$ cat src/rv_pkg.sv
package rv_pkg;

  // ----------------------------------------------------------
  // Widths and reset vector
  // ----------------------------------------------------------

  localparam int XLEN   = 32;
  localparam int REG_AW = 5;

  typedef logic [XLEN-1:0]   xlen_t;
  typedef logic [REG_AW-1:0] reg_addr_t;

  // First fetch address after reset
  localparam xlen_t RESET_PC = '0;

  // ----------------------------------------------------------
  // Opcodes and function codes
  // ----------------------------------------------------------

  localparam logic [6:0] OP_LUI    = 7'b0110111;
  localparam logic [6:0] OP_AUIPC  = 7'b0010111;
  localparam logic [6:0] OP_JAL    = 7'b1101111;
  localparam logic [6:0] OP_JALR   = 7'b1100111;
  localparam logic [6:0] OP_BRANCH = 7'b1100011;
  localparam logic [6:0] OP_LOAD   = 7'b0000011;
  localparam logic [6:0] OP_STORE  = 7'b0100011;
  localparam logic [6:0] OP_IMM    = 7'b0010011;
  localparam logic [6:0] OP_RTYPE  = 7'b0110011;
  localparam logic [6:0] OP_SYSTEM = 7'b1110011;

  // The only SYSTEM encoding the core accepts
  localparam logic [31:0] EBREAK_WORD = 32'h0010_0073;

  // Branch conditions, plus the word size code for LW/SW
  localparam logic [2:0] F3_BEQ  = 3'b000;
  localparam logic [2:0] F3_BNE  = 3'b001;
  localparam logic [2:0] F3_BLT  = 3'b100;
  localparam logic [2:0] F3_BGE  = 3'b101;
  localparam logic [2:0] F3_BLTU = 3'b110;
  localparam logic [2:0] F3_BGEU = 3'b111;
  localparam logic [2:0] F3_WORD = 3'b010;

  // ----------------------------------------------------------
  // Control encodings
  // ----------------------------------------------------------

  typedef enum logic [3:0] {
    ALU_ADD, ALU_SUB, ALU_AND, ALU_OR, ALU_XOR,
    ALU_SLT, ALU_SLTU, ALU_SLL, ALU_SRL, ALU_SRA,
    ALU_PASS_B
  } alu_op_t;

  typedef enum logic [1:0] {RES_ALU, RES_MEM, RES_PC4} res_src_t;

  typedef enum logic [1:0] {A_RS1, A_PC, A_ZERO} a_src_t;

  // Register and I-immediate layout
  typedef struct packed {
    logic [6:0] funct7;
    logic [4:0] rs2;
    logic [4:0] rs1;
    logic [2:0] funct3;
    logic [4:0] rd;
    logic [6:0] opcode;
  } fmt_ri_t;

  // Immediate slices shared by S, B, U and J formats
  typedef struct packed {
    logic       sign;
    logic [5:0] f30_25;
    logic [3:0] f24_21;
    logic       f20;
    logic [7:0] f19_12;
    logic [3:0] f11_8;
    logic       f7;
    logic [6:0] opcode;
  } fmt_sbuj_t;

  typedef union packed {
    fmt_ri_t   ri;
    fmt_sbuj_t sbuj;
  } instr_u;

  typedef struct packed {
    logic     reg_write;
    logic     mem_read;
    logic     mem_write;
    a_src_t   a_src;
    logic     b_is_imm;
    alu_op_t  alu_op;
    res_src_t res_src;
    logic     is_branch;
    logic     is_jal;
    logic     is_jalr;
    logic     is_ebreak;
    logic     is_illegal;
    logic [2:0] funct3;
  } dec_ctrl_t;

  // Data memory write port
  typedef struct packed {
    logic  we;
    xlen_t waddr;
    xlen_t wdata;
  } dmem_wr_t;

endpackage
$ cat src/rv_core.sv
`timescale 1ns/10ps

module rv_core (
  input  logic             clk,
  input  logic             rst_n,
  output rv_pkg::xlen_t    imem_raddr,
  input  rv_pkg::xlen_t    imem_rdata,
  output logic             dmem_ren,
  output rv_pkg::xlen_t    dmem_raddr,
  input  rv_pkg::xlen_t    dmem_rdata,
  output rv_pkg::dmem_wr_t dmem_wr,
  output logic             ebreak,
  output logic             trap
);
  import rv_pkg::*;

  xlen_t     pc_plus4;
  dec_ctrl_t ctrl;
  xlen_t     imm;
  reg_addr_t rs1;
  reg_addr_t rs2;
  reg_addr_t rd;
  logic      halt;
  xlen_t     rs1_data;
  xlen_t     rs2_data;
  xlen_t     alu_result;
  logic      redirect;
  xlen_t     target;
  logic      rd_we;
  xlen_t     rd_data;

  // ----------------------------------------------------------
  // Fetch, the PC doubles as the instruction address
  // ----------------------------------------------------------

  rv_fetch u_fetch (
    .clk      (clk),
    .rst_n    (rst_n),
    .halt     (halt),
    .redirect (redirect),
    .target   (target),
    .pc       (imem_raddr),
    .pc_plus4 (pc_plus4)
  );

  // Instruction word arrives in the same cycle
  rv_decode u_decode (
    .rst_n  (rst_n),
    .instr  (imem_rdata),
    .ctrl   (ctrl),
    .imm    (imm),
    .rs1    (rs1),
    .rs2    (rs2),
    .rd     (rd),
    .halt   (halt),
    .ebreak (ebreak),
    .trap   (trap)
  );

  rv_regfile u_regfile (
    .clk      (clk),
    .rs1      (rs1),
    .rs2      (rs2),
    .rs1_data (rs1_data),
    .rs2_data (rs2_data),
    .we       (rd_we),
    .rd       (rd),
    .rd_data  (rd_data)
  );

  // ----------------------------------------------------------
  // Execute and memory/write-back
  // ----------------------------------------------------------

  rv_execute u_execute (
    .ctrl       (ctrl),
    .pc         (imem_raddr),
    .rs1_data   (rs1_data),
    .rs2_data   (rs2_data),
    .imm        (imm),
    .alu_result (alu_result),
    .redirect   (redirect),
    .target     (target)
  );

  rv_mem_wb u_mem_wb (
    .rst_n      (rst_n),
    .halt       (halt),
    .ctrl       (ctrl),
    .alu_result (alu_result),
    .rs2_data   (rs2_data),
    .pc_plus4   (pc_plus4),
    .dmem_rdata (dmem_rdata),
    .dmem_ren   (dmem_ren),
    .dmem_raddr (dmem_raddr),
    .dmem_wr    (dmem_wr),
    .rd_we      (rd_we),
    .rd_data    (rd_data)
  );

endmodule

$ cat src/rv_mem_wb.sv
`timescale 1ns/10ps

module rv_mem_wb (
  input  logic              rst_n,
  input  logic              halt,
  input  rv_pkg::dec_ctrl_t ctrl,
  input  rv_pkg::xlen_t     alu_result,
  input  rv_pkg::xlen_t     rs2_data,
  input  rv_pkg::xlen_t     pc_plus4,
  input  rv_pkg::xlen_t     dmem_rdata,
  output logic              dmem_ren,
  output rv_pkg::xlen_t     dmem_raddr,
  output rv_pkg::dmem_wr_t  dmem_wr,
  output logic              rd_we,
  output rv_pkg::xlen_t     rd_data
);
  import rv_pkg::*;

  logic  commit;
  xlen_t word_addr;

  // State changes only when running and out of reset
  assign commit = rst_n && !halt;

  // Word accesses only, low address bits ignored
  assign word_addr = {alu_result[XLEN-1:2], 2'b00};

  // ----------------------------------------------------------
  // Data memory requests
  // ----------------------------------------------------------

  assign dmem_ren      = commit && ctrl.mem_read;
  assign dmem_raddr    = word_addr;
  assign dmem_wr.we    = commit && ctrl.mem_write;
  assign dmem_wr.waddr = word_addr;
  assign dmem_wr.wdata = rs2_data;

  // ----------------------------------------------------------
  // Write-back
  // ----------------------------------------------------------

  assign rd_we = commit && ctrl.reg_write;

  always_comb begin
    case (ctrl.res_src)
      RES_MEM: rd_data = dmem_rdata;
      RES_PC4: rd_data = pc_plus4;
      default: rd_data = alu_result;
    endcase
  end

  always_comb begin
    a_no_rw_overlap : assert final (!(dmem_ren && dmem_wr.we))
      else $error("data memory read and write in one cycle");
  end

endmodule

$ cat src/rv_execute.sv
`timescale 1ns/10ps

module rv_execute (
  input  rv_pkg::dec_ctrl_t ctrl,
  input  rv_pkg::xlen_t     pc,
  input  rv_pkg::xlen_t     rs1_data,
  input  rv_pkg::xlen_t     rs2_data,
  input  rv_pkg::xlen_t     imm,
  output rv_pkg::xlen_t     alu_result,
  output logic              redirect,
  output rv_pkg::xlen_t     target
);
  import rv_pkg::*;

  xlen_t      op_a;
  xlen_t      op_b;
  logic [4:0] shamt;
  logic       eq;
  logic       lt_s;
  logic       lt_u;
  logic       taken;
  xlen_t      jalr_sum;

  // ----------------------------------------------------------
  // Operands
  // ----------------------------------------------------------

  always_comb begin
    case (ctrl.a_src)
      A_RS1:   op_a = rs1_data;
      A_PC:    op_a = pc;
      default: op_a = '0;
    endcase
  end

  assign op_b  = ctrl.b_is_imm ? imm : rs2_data;
  assign shamt = op_b[4:0];

  // Shared comparators for SLT/SLTU and branches
  assign eq   = (op_a == op_b);
  assign lt_s = ($signed(op_a) < $signed(op_b));
  assign lt_u = (op_a < op_b);

  // ----------------------------------------------------------
  // ALU
  // ----------------------------------------------------------

  always_comb begin
    case (ctrl.alu_op)
      ALU_ADD:    alu_result = op_a + op_b;
      ALU_SUB:    alu_result = op_a - op_b;
      ALU_AND:    alu_result = op_a & op_b;
      ALU_OR:     alu_result = op_a | op_b;
      ALU_XOR:    alu_result = op_a ^ op_b;
      ALU_SLT:    alu_result = {{(XLEN-1){1'b0}}, lt_s};
      ALU_SLTU:   alu_result = {{(XLEN-1){1'b0}}, lt_u};
      ALU_SLL:    alu_result = op_a << shamt;
      ALU_SRL:    alu_result = op_a >> shamt;
      ALU_SRA:    alu_result = xlen_t'($signed(op_a) >>> shamt);
      ALU_PASS_B: alu_result = op_b;
      default:    alu_result = '0;
    endcase
  end

  // ----------------------------------------------------------
  // Branch condition and target
  // ----------------------------------------------------------

  always_comb begin
    case (ctrl.funct3)
      F3_BEQ:  taken = eq;
      F3_BNE:  taken = !eq;
      F3_BLT:  taken = lt_s;
      F3_BGE:  taken = !lt_s;
      F3_BLTU: taken = lt_u;
      F3_BGEU: taken = !lt_u;
      default: taken = 1'b0;
    endcase
  end

  assign jalr_sum = rs1_data + imm;

  // JALR drops bit 0, everything else is PC relative
  assign target   = ctrl.is_jalr ? {jalr_sum[XLEN-1:1], 1'b0} : pc + imm;
  assign redirect = (ctrl.is_branch && taken) || ctrl.is_jal || ctrl.is_jalr;

endmodule

$ cat src/rv_regfile.sv
`timescale 1ns/10ps

module rv_regfile (
  input  logic              clk,
  input  rv_pkg::reg_addr_t rs1,
  input  rv_pkg::reg_addr_t rs2,
  output rv_pkg::xlen_t     rs1_data,
  output rv_pkg::xlen_t     rs2_data,
  input  logic              we,
  input  rv_pkg::reg_addr_t rd,
  input  rv_pkg::xlen_t     rd_data
);
  import rv_pkg::*;

  // All 32 words stored, entry 0 is x0
  xlen_t regs [2**REG_AW];

  // ----------------------------------------------------------
  // Write port
  // ----------------------------------------------------------

  always_ff @(posedge clk) begin
    // x0 cleared on every edge
    regs[0] <= '0;
    if (we && (rd != '0)) begin
      regs[rd] <= rd_data;
    end
  end

  // ----------------------------------------------------------
  // Asynchronous read ports
  // ----------------------------------------------------------

  assign rs1_data = regs[rs1];
  assign rs2_data = regs[rs2];

  // A value retired to x0 must never come back on either port
  a_x0_rs1 : assert property (
    @(posedge clk) (rs1 == '0) |-> (rs1_data == '0)
  ) else $error("x0 read back nonzero on rs1");

  a_x0_rs2 : assert property (
    @(posedge clk) (rs2 == '0) |-> (rs2_data == '0)
  ) else $error("x0 read back nonzero on rs2");

endmodule

$ cat src/rv_decode.sv
`timescale 1ns/10ps

module rv_decode (
  input  logic              rst_n,
  input  rv_pkg::instr_u    instr,
  output rv_pkg::dec_ctrl_t ctrl,
  output rv_pkg::xlen_t     imm,
  output rv_pkg::reg_addr_t rs1,
  output rv_pkg::reg_addr_t rs2,
  output rv_pkg::reg_addr_t rd,
  output logic              halt,
  output logic              ebreak,
  output logic              trap
);
  import rv_pkg::*;

  logic [6:0] opcode;
  logic [2:0] funct3;
  logic       f7_zero;
  logic       f7_alt;
  xlen_t      imm_i;
  xlen_t      imm_s;
  xlen_t      imm_b;
  xlen_t      imm_u;
  xlen_t      imm_j;

  // ALU op from funct3; alt selects SUB/SRA
  function automatic alu_op_t alu_from_f3(input logic [2:0] f3, input logic alt);
    alu_op_t op;
    case (f3)
      3'b000:  op = alt ? ALU_SUB : ALU_ADD;
      3'b001:  op = ALU_SLL;
      3'b010:  op = ALU_SLT;
      3'b011:  op = ALU_SLTU;
      3'b100:  op = ALU_XOR;
      3'b101:  op = alt ? ALU_SRA : ALU_SRL;
      3'b110:  op = ALU_OR;
      default: op = ALU_AND;
    endcase
    return op;
  endfunction

  // ----------------------------------------------------------
  // Fields and immediates
  // ----------------------------------------------------------

  assign opcode  = instr.ri.opcode;
  assign funct3  = instr.ri.funct3;
  assign rs1     = instr.ri.rs1;
  assign rs2     = instr.ri.rs2;
  assign rd      = instr.ri.rd;
  assign f7_zero = (instr.ri.funct7 == 7'b0000000);
  assign f7_alt  = (instr.ri.funct7 == 7'b0100000);

  // I-type reads straight through the register view
  assign imm_i = {{20{instr.ri.funct7[6]}}, instr.ri.funct7, instr.ri.rs2};
  assign imm_s = {{21{instr.sbuj.sign}}, instr.sbuj.f30_25, instr.sbuj.f11_8, instr.sbuj.f7};
  assign imm_b = {{20{instr.sbuj.sign}}, instr.sbuj.f7, instr.sbuj.f30_25,
                  instr.sbuj.f11_8, 1'b0};
  assign imm_u = {instr.sbuj.sign, instr.sbuj.f30_25, instr.sbuj.f24_21, instr.sbuj.f20,
                  instr.sbuj.f19_12, 12'b0};
  assign imm_j = {{12{instr.sbuj.sign}}, instr.sbuj.f19_12, instr.sbuj.f20,
                  instr.sbuj.f30_25, instr.sbuj.f24_21, 1'b0};

  // ----------------------------------------------------------
  // Control bundle
  // ----------------------------------------------------------

  always_comb begin
    ctrl        = '0;
    ctrl.a_src  = A_ZERO;
    ctrl.alu_op = ALU_ADD;
    ctrl.funct3 = funct3;
    imm         = '0;
    case (opcode)
      OP_LUI: begin
        ctrl.reg_write = 1'b1;
        ctrl.b_is_imm  = 1'b1;
        ctrl.alu_op    = ALU_PASS_B;
        imm            = imm_u;
      end
      OP_AUIPC: begin
        ctrl.reg_write = 1'b1;
        ctrl.a_src     = A_PC;
        ctrl.b_is_imm  = 1'b1;
        imm            = imm_u;
      end
      OP_JAL: begin
        ctrl.reg_write = 1'b1;
        ctrl.res_src   = RES_PC4;
        ctrl.is_jal    = 1'b1;
        imm            = imm_j;
      end
      OP_JALR: begin
        ctrl.reg_write  = 1'b1;
        ctrl.res_src    = RES_PC4;
        ctrl.is_jalr    = 1'b1;
        ctrl.is_illegal = (funct3 != 3'b000);
        imm             = imm_i;
      end
      OP_BRANCH: begin
        // Compare runs rs1 against rs2 through the ALU operands
        ctrl.is_branch = 1'b1;
        ctrl.a_src     = A_RS1;
        ctrl.alu_op    = ALU_SUB;
        imm            = imm_b;
        case (funct3)
          F3_BEQ, F3_BNE, F3_BLT, F3_BGE, F3_BLTU, F3_BGEU: ctrl.is_illegal = 1'b0;
          default: ctrl.is_illegal = 1'b1;
        endcase
      end
      OP_LOAD: begin
        ctrl.reg_write  = 1'b1;
        ctrl.mem_read   = 1'b1;
        ctrl.a_src      = A_RS1;
        ctrl.b_is_imm   = 1'b1;
        ctrl.res_src    = RES_MEM;
        ctrl.is_illegal = (funct3 != F3_WORD);
        imm             = imm_i;
      end
      OP_STORE: begin
        ctrl.mem_write  = 1'b1;
        ctrl.a_src      = A_RS1;
        ctrl.b_is_imm   = 1'b1;
        ctrl.is_illegal = (funct3 != F3_WORD);
        imm             = imm_s;
      end
      OP_IMM: begin
        ctrl.reg_write = 1'b1;
        ctrl.a_src     = A_RS1;
        ctrl.b_is_imm  = 1'b1;
        imm            = imm_i;
        // Shifts reuse funct7 as a qualifier while other ops take the full imm
        if (funct3 == 3'b001) begin
          ctrl.alu_op     = ALU_SLL;
          ctrl.is_illegal = !f7_zero;
        end else if (funct3 == 3'b101) begin
          ctrl.alu_op     = alu_from_f3(funct3, f7_alt);
          ctrl.is_illegal = !(f7_zero || f7_alt);
        end else begin
          ctrl.alu_op = alu_from_f3(funct3, 1'b0);
        end
      end
      OP_RTYPE: begin
        ctrl.reg_write  = 1'b1;
        ctrl.a_src      = A_RS1;
        ctrl.alu_op     = alu_from_f3(funct3, f7_alt);
        ctrl.is_illegal = !(f7_zero || (f7_alt && (funct3 == 3'b000 || funct3 == 3'b101)));
      end
      OP_SYSTEM: begin
        ctrl.is_ebreak  = (instr == EBREAK_WORD);
        ctrl.is_illegal = (instr != EBREAK_WORD);
      end
      default: ctrl.is_illegal = 1'b1;
    endcase
  end

  // Halt flags are held low in reset
  assign ebreak = rst_n && ctrl.is_ebreak;
  assign trap   = rst_n && ctrl.is_illegal;
  assign halt   = ebreak || trap;

  always_comb begin
    a_one_halt_kind : assert final (!(ebreak && trap))
      else $error("ebreak and trap raised together");
  end

endmodule

$ cat src/rv_fetch.sv
`timescale 1ns/10ps

module rv_fetch (
  input  logic          clk,
  input  logic          rst_n,
  input  logic          halt,
  input  logic          redirect,
  input  rv_pkg::xlen_t target,
  output rv_pkg::xlen_t pc,
  output rv_pkg::xlen_t pc_plus4
);
  import rv_pkg::*;

  // Sequential successor, also the link value for jumps
  assign pc_plus4 = pc + xlen_t'(4);

  // ----------------------------------------------------------
  // PC register
  // ----------------------------------------------------------

  always_ff @(posedge clk) begin
    if (!rst_n) begin
      pc <= RESET_PC;
    end else if (!halt) begin
      // Taken branch or jump wins over fall-through
      pc <= redirect ? target : pc_plus4;
    end
    // Halted: keep the offending instruction in place
  end

  // Only word-sized instructions, so the fetch address stays aligned
  a_pc_aligned : assert property (
    @(posedge clk) disable iff (!rst_n) pc[1:0] == 2'b00
  ) else $error("PC not word aligned: %h", pc);

endmodule

$ cat config.mk
export PLATFORM = sky130hd
export DESIGN_NAME = rv_core
export DESIGN_NICKNAME = d
export VERILOG_FILES = /design/src/rv_pkg.sv /design/src/rv_core.sv /design/src/rv_mem_wb.sv /design/src/rv_execute.sv /design/src/rv_regfile.sv /design/src/rv_decode.sv /design/src/rv_fetch.sv
export SDC_FILE = /design/constraint.sdc
export NUM_CORES = 2
export LEC_CHECK = 0
export BUFFER_PORTS_ARGS = -buffer_cell sky130_fd_sc_hd__buf_2
export CORE_UTILIZATION = 35
export CTS_CLUSTER_SIZE = 14
export DETAILED_ROUTE_END_ITERATION = 8
export SLEW_MARGIN = 20
export SYNTH_ARGS = -nofsm -noshare
export SYNTH_HDL_FRONTEND = slang
export SYNTH_SLANG_ARGS = --single-unit
$ cat constraint.sdc
create_clock -name clk -period 16.1 [get_ports clk]
set_clock_uncertainty 0.15 [all_clocks]
set_input_delay 3.22 -clock clk [delete_from_list [all_inputs] [get_ports clk]]
set_output_delay 3.22 -clock clk [all_outputs]
set_load 0.02 [all_outputs]
Word level (Yosys, flattened, before mapping):

Memory sizes are Yosys's and may differ from the RTL's.
Index checks and enable logic that the tools add are counted.

* output and inout port bits: 132
* bits of input ports: 66
* bits in writable memories: 1024
* word-level logic and storage cells: 118
* flip-flop bits (word level): 32
* memories: 1

* reductions and logical operators: 37
* mux-type cells: 31
* equality and inequality tests: 35
* add/sub/neg operators: 5
* bitwise logic cells: 3
* shift operators: 3
* $lt $le $gt $ge: 2

Memories
* u_regfile.regs: depth 32, bits a word 32, rd ports 2, clocked after Yosys merged registers in 0, write ports 2, line rv_regfile.sv:16 `xlen_t regs [2**REG_AW];`

Operator list (number)
* 32-bit one-hot mux with 11 select lines: 1
* 32-bit one-hot mux with 5 select lines: 1
* 32-bit one-hot mux with 2 select lines: 2
* 32-bit adder: 3
* 32-bit 2-to-1 mux: 3
* 32-bit less-than comparator: 2
* 32-bit by 3-bit adder with 32-bit output (second input constant): 1
* 32-bit AND: 1
* 32-bit by 21-bit equality test with 1-bit output (second input constant): 1
* 32-bit equality test: 1
* 32-bit by 21-bit inequality test with 1-bit output (second input constant): 1
* 32-bit OR: 1
* 32-bit by 5-bit left shift with 32-bit output: 1
* 32-bit by 5-bit right shift with 32-bit output: 1
* 32-bit by 5-bit >>> shifter with 32-bit output: 1
* 32-bit subtractor: 1
* 32-bit bitwise XOR: 1
* 7-bit by 6-bit equality test with 1-bit output (second input constant): 4
* 7-bit equality test (second input constant): 4
* 4-bit one-hot mux with 7 select lines: 1
* 4-bit by 3-bit equality test with 1-bit output (second input constant): 4
* 4-bit one-hot mux with 4 select lines: 1
* 1-bit 2-to-1 mux: 15
* 3-bit one-hot mux with 5 select lines: 1
* 29 further kinds: 63

Logic depth before layout (Yosys ltp):

* depth in word-level cells: 14
* mapped depth: 30
* mapped depth without buffers: 21

Cells and area by module:

Synthesis repeated with hierarchy kept, for this count alone.

* cell total of the unflattened synthesis: 5970
* area, all modules: 66354.9 um^2

Modules (own cells, without submodules)
* rv_regfile: seq. area each 30429.2 um^2, times used 1, cells each 3386, area each 48470.2 um^2
* rv_execute: seq. area each 0.0 um^2, times used 1, cells each 1898, area each 13043.8 um^2
* rv_fetch: seq. area each 640.6 um^2, times used 1, cells each 313, area each 2419.8 um^2
* rv_mem_wb: seq. area each 0.0 um^2, times used 1, cells each 214, area each 1386.3 um^2
* rv_decode: seq. area each 0.0 um^2, times used 1, cells each 159, area each 1034.7 um^2

Worst setup path after synthesis:

Ideal clock, no wire load.

* path type: input to output
* start point: input port imem_rdata[20]
* end point: output port dmem_wr[62] (netlist name)
* data required time: 12.730 ns
* slack: 2.879 ns
* cell stages on the path: 29
* path buffers: 12
* arrival time: 9.851 ns
* cells stage by stage: buf_6 -> buf_6 -> buf_6 -> buf_6 -> buf_6 -> buf_6 -> buf_6 -> buf_2 -> buf_2 -> buf_2 -> mux4_2 -> mux4_2 -> nand2_1 -> nand2_1 -> o21ai_0 -> ha_1 -> clkbuf_1 -> nand4bb_1 -> a21oi_1 -> or3_1 -> a2111o_1 -> a41o_1 -> a21o_1 -> a221oi_1 -> a31oi_1 -> nor3_1 -> xnor2_1 -> a211o_1 -> buf_4

RTL lines
* start: declaration: line rv_core.sv:7 `input rv_pkg::xlen_t imem_rdata,`
* end: declaration: line rv_core.sv:11 `output rv_pkg::dmem_wr_t dmem_wr,`

Worst setup path after layout:

* start point: input port imem_rdata[15]
* end point: output port dmem_raddr[24]

* cells in the longest elaborated chain, start to end: 4
* elaborated cells between the ends (all ways): 13
* classes of those cells: 2 x add/sub; 3 x shift; 4 x mux; 3 x bitwise; 1 x memory

Ends and longest elaborated chain
* memory read 32 x 32 bit or 32-bit one-hot mux with 5 select lines (tied branches)
* 32-bit one-hot mux with 2 select lines or 32-bit 2-to-1 mux (tied branches): line rv_execute.sv:29, rv_execute.sv:36
* 32-bit subtractor, or another cell as far along: line rv_execute.sv:51 `ALU_SUB: alu_result = op_a - op_b;`
* 32-bit one-hot mux with 11 select lines *: line rv_execute.sv:49 `case (ctrl.alu_op)`
* end: declaration: line rv_core.sv:9 `output rv_pkg::xlen_t dmem_raddr,`

Mark *: on every way between the ends. The rest lies on a longest branch, timed or not.

==> impl_metrics.ini <==
[clock_tree]
count_of_buffers_added_by_post_cts_timing_repair_for_setup = 0
clock_tree_root_buffer_cell = sky130_fd_sc_hd__clkbuf_16
postCtsHoldBufs = 0
clock_tree_from_tritoncts = yes
clk_path_buf_depth = 3
worstSkewPairLatency_ns = 0.79
post_cts_resized = 0
cts_htree_levels = 3
cts.reportedPaths.clkPinSlew_ns = 0.05
cts_num_sinks = 1056
cts_buffers = 110

[yosys]
yosys_register_bits = 1056
synth.yosys.seq_area_share_pct = 48.03
ys.flop_type = sky130_fd_sc_hd__edfxtp_1
post_synth_instance_area_um2 = 64690
synth.lib_cells_used.distinct = 114
syn_avg_cell_area_um2 = 12.70
asyncSetResetFlopFracSynth_pct = 0
yosys_warnings = 0
synth_cells = 5095
synth-edff-count = 992

[floorplanning]
floorplan.die.height_um = 431.9
initial_core_util_pct = 35.29
design.die.area_um2 = 186500
pin_count = 198
fp-row-count = 157
x_dimension_of_the_die_um = 431.9
core_region_area_um2 = 183300

[routing]
drc = 0
wl_per_cell_um = 35.52
totalWireLength_um = 276400
ant_nets = 0
vias = 50182
route.detailed.vias_per_inst = 6.448
initialDrtViolationCount = 7698
drtPass1Iterations = 8

[global_route]
wire_length_of_the_first_global_routing_pass_um = 379200
initial_antenna_violation_count = 12
grt-ovfl-total = 0
grt_start_max_net_pins = 90
via_count_of_the_first_global_routing_pass = 47773
grt_util_all_layers_pct = 28.87

[critical_path]
timing.critical_path.slowest_stage_cell = sky130_fd_sc_hd__nor2_4
crit_path_frequent_cell = sky130_fd_sc_hd__a21oi_1
critical_path.max_stage_delay_ns = 0.79
cp.arrival_ns = 10.55
critical_path.cell_chain = clkbuf_8 -> nor2_4 -> buf_4 -> a22oi_1 -> a21oi_1 -> nor4_1 -> buf_4 -> a22oi_1 -> inv_1 -> ha_1 -> a21oi_2 -> a21oi_1 -> or3_1 -> a2111o_1 -> a41o_1 -> a21o_1 -> a21oi_1 -> nor3_1 -> o311ai_0 -> nand4_1 -> buf_2
critical_path.startpoint = imem_rdata[15]
setup.worst_path.class = in2out
critical_path_required_ns = 12.73
r2r_start = u_regfile.regs[31][6]
critPathCaptureType = output port
critical_path.max_fanout = 54
worst_setup_start_kind = input port

[sta]
final_max_slew_viol_count = 0
max_slew.worst_pin.slew_ns = 1.237
worst_hold_slack_ns = 0.3249
layout_worst_path_cycle_share_pct = 86.47
timing.fmax_mhz = 71.83
hold_viol_final = 0
slew_headroom_pct = 16.82
setup_viol = 0
layout_min_cycle_time_ns = 13.92
rsz0062_at_grt = false
setup-tns-final_ns = 0

[outcome]
run_status = completed

[finish]
final_cell_mix = 992 x sky130_fd_sc_hd__edfxtp_1, 538 x sky130_fd_sc_hd__mux2i_1, 365 x sky130_fd_sc_hd__mux4_2
final_layout_size_suffix_gt1_share_pct = 20.80
multi_input_area_um2 = 31230
finalNetCount = 5448
mostFrequentLayoutCell = sky130_fd_sc_hd__edfxtp_1
area_delta_synth_final_pct = 11.75
register_area_um2 = 31070
layout.filler_cells = 17176

[pwr]
internal_power_component_mw = 4.945
power.ir.vdd_worst_v = 0.00009842
pwr_density_cell_nw_per_um2 = 97.02
overall_power_consumption_mw = 7.013
switching_power_mw = 2.068
clkPwrFrac_pct = 36.6
switch_share_pct = 29.49
comb_power_share_pct = 18.7
p_seq_share_pct = 44.6
power.static_leakage_nw = 26.05

[placed_design]
gp_congestion = 1.019
hpwlAfterDp_um = 188900
port-buffer-count = 193

[min_path]
min-delay-start = u_fetch.pc[24]
hp-class = reg2reg

[job]
maxCapViolations = 0
-- critical path: cells and delay by family --
kind / cells / cell delay, ns
compound gates: 10 / 3.11
simple gates: 5 / 2.03
buf+inv: 5 / 1.51
fa+ha+maj: 1 / 0.49
-- kinds of logic (layout without fill, tap and decap cells) --
logic type      after synthesis  count (layout)  synth area share (%)
compound gates             1307            1307                 13.71
fa+ha+maj                   168             168                 3.296
mux                         956             956                 21.98
simple gates                933             933                 7.085
buf+inv                     579             761                 4.609
other cells                   1              42              0.005797
xor+xnor                     95              95                 1.286
flops                      1056            1056                 48.03
-- cell type report --
cell class,count,share of cell area [%]
Antenna cell,6,0.02077
Timing Repair Buffer,385,3.612
Multi-Input combinational cell,3495,43.21
Clock buffer,153,4.211
Inverter,166,0.8689
Tap cell,2464,4.265
Sequential cell,1056,42.98
Clock inverter,57,0.8343
-- layer usage --
layer  vias up  global-route usage, %  routed length, µm
met1     25667                  37.06             104000
met4        10                  16.58              18050
met3       698                  6.061              28960
li1      20490                      -                  -
met5         -                      0                 66
met2      3317                  45.13             125300
-- power by group through the flow --
stage | clock network (mW) | registers, mW | logic [mW]
floorplan | 0 | 3.19 | 0.784
global placement | 0 | 3.19 | 1.27
detailed placement | 0 | 3.19 | 1.27
CTS | 2.59 | 3.13 | 1.28
global route | 2.70 | 3.13 | 1.36
finish | 2.57 | 3.13 | 1.31
-- flip-flops by register name (all words and copies together), names as in the netlist --
register and count:
u_fetch.pc 32, u_regfile.regs 1024
-- path summary, 6_finish.rpt --
path	endpoint	slack [ns]	cells past startpoint
max reg2reg	u_fetch.pc[27]	8.35	18
min	u_fetch.pc[24]	0.32	2
max	dmem_raddr[24]	2.18	21
min reg2reg	u_fetch.pc[24]	0.32	2
-- stage by stage --
stage	instance area, µm²	worst slack [ns]	std cells	utilization [%]
after CTS	72220	2.347	7774	39.41
after floorplan	64820	2.879	5130	-
final	72290	2.178	7782	39.44
after detailed placement	68580	2.342	7564	37.42
after global routing	72270	2.059	7776	39.43
after global placement	68530	2.261	7563	37.39
-- cell usage after synthesis (all sizes together), types with 42 or more instances --
library cell  number  share of area (%)
mux4             365                 13
o22ai             73               0.71
nand3             85               0.66
o21ai            194                1.5
ha               164                3.2
mux2i            540                8.4
nor2             251                1.5
or3               42               0.41
buf              247                2.7
a22oi            200                2.4
a21oi            333                2.6
xnor2             63               0.85
nand2            256                1.5
a21o              68               0.79
edfxtp           992                 46
nor3              72               0.58
clkbuf           166               0.96
a31oi             47               0.45
dfxtp             64                2.0
mux2              51               0.89
inv              166               0.97
o21a              43               0.50
(Power assumes the default switching activity.)
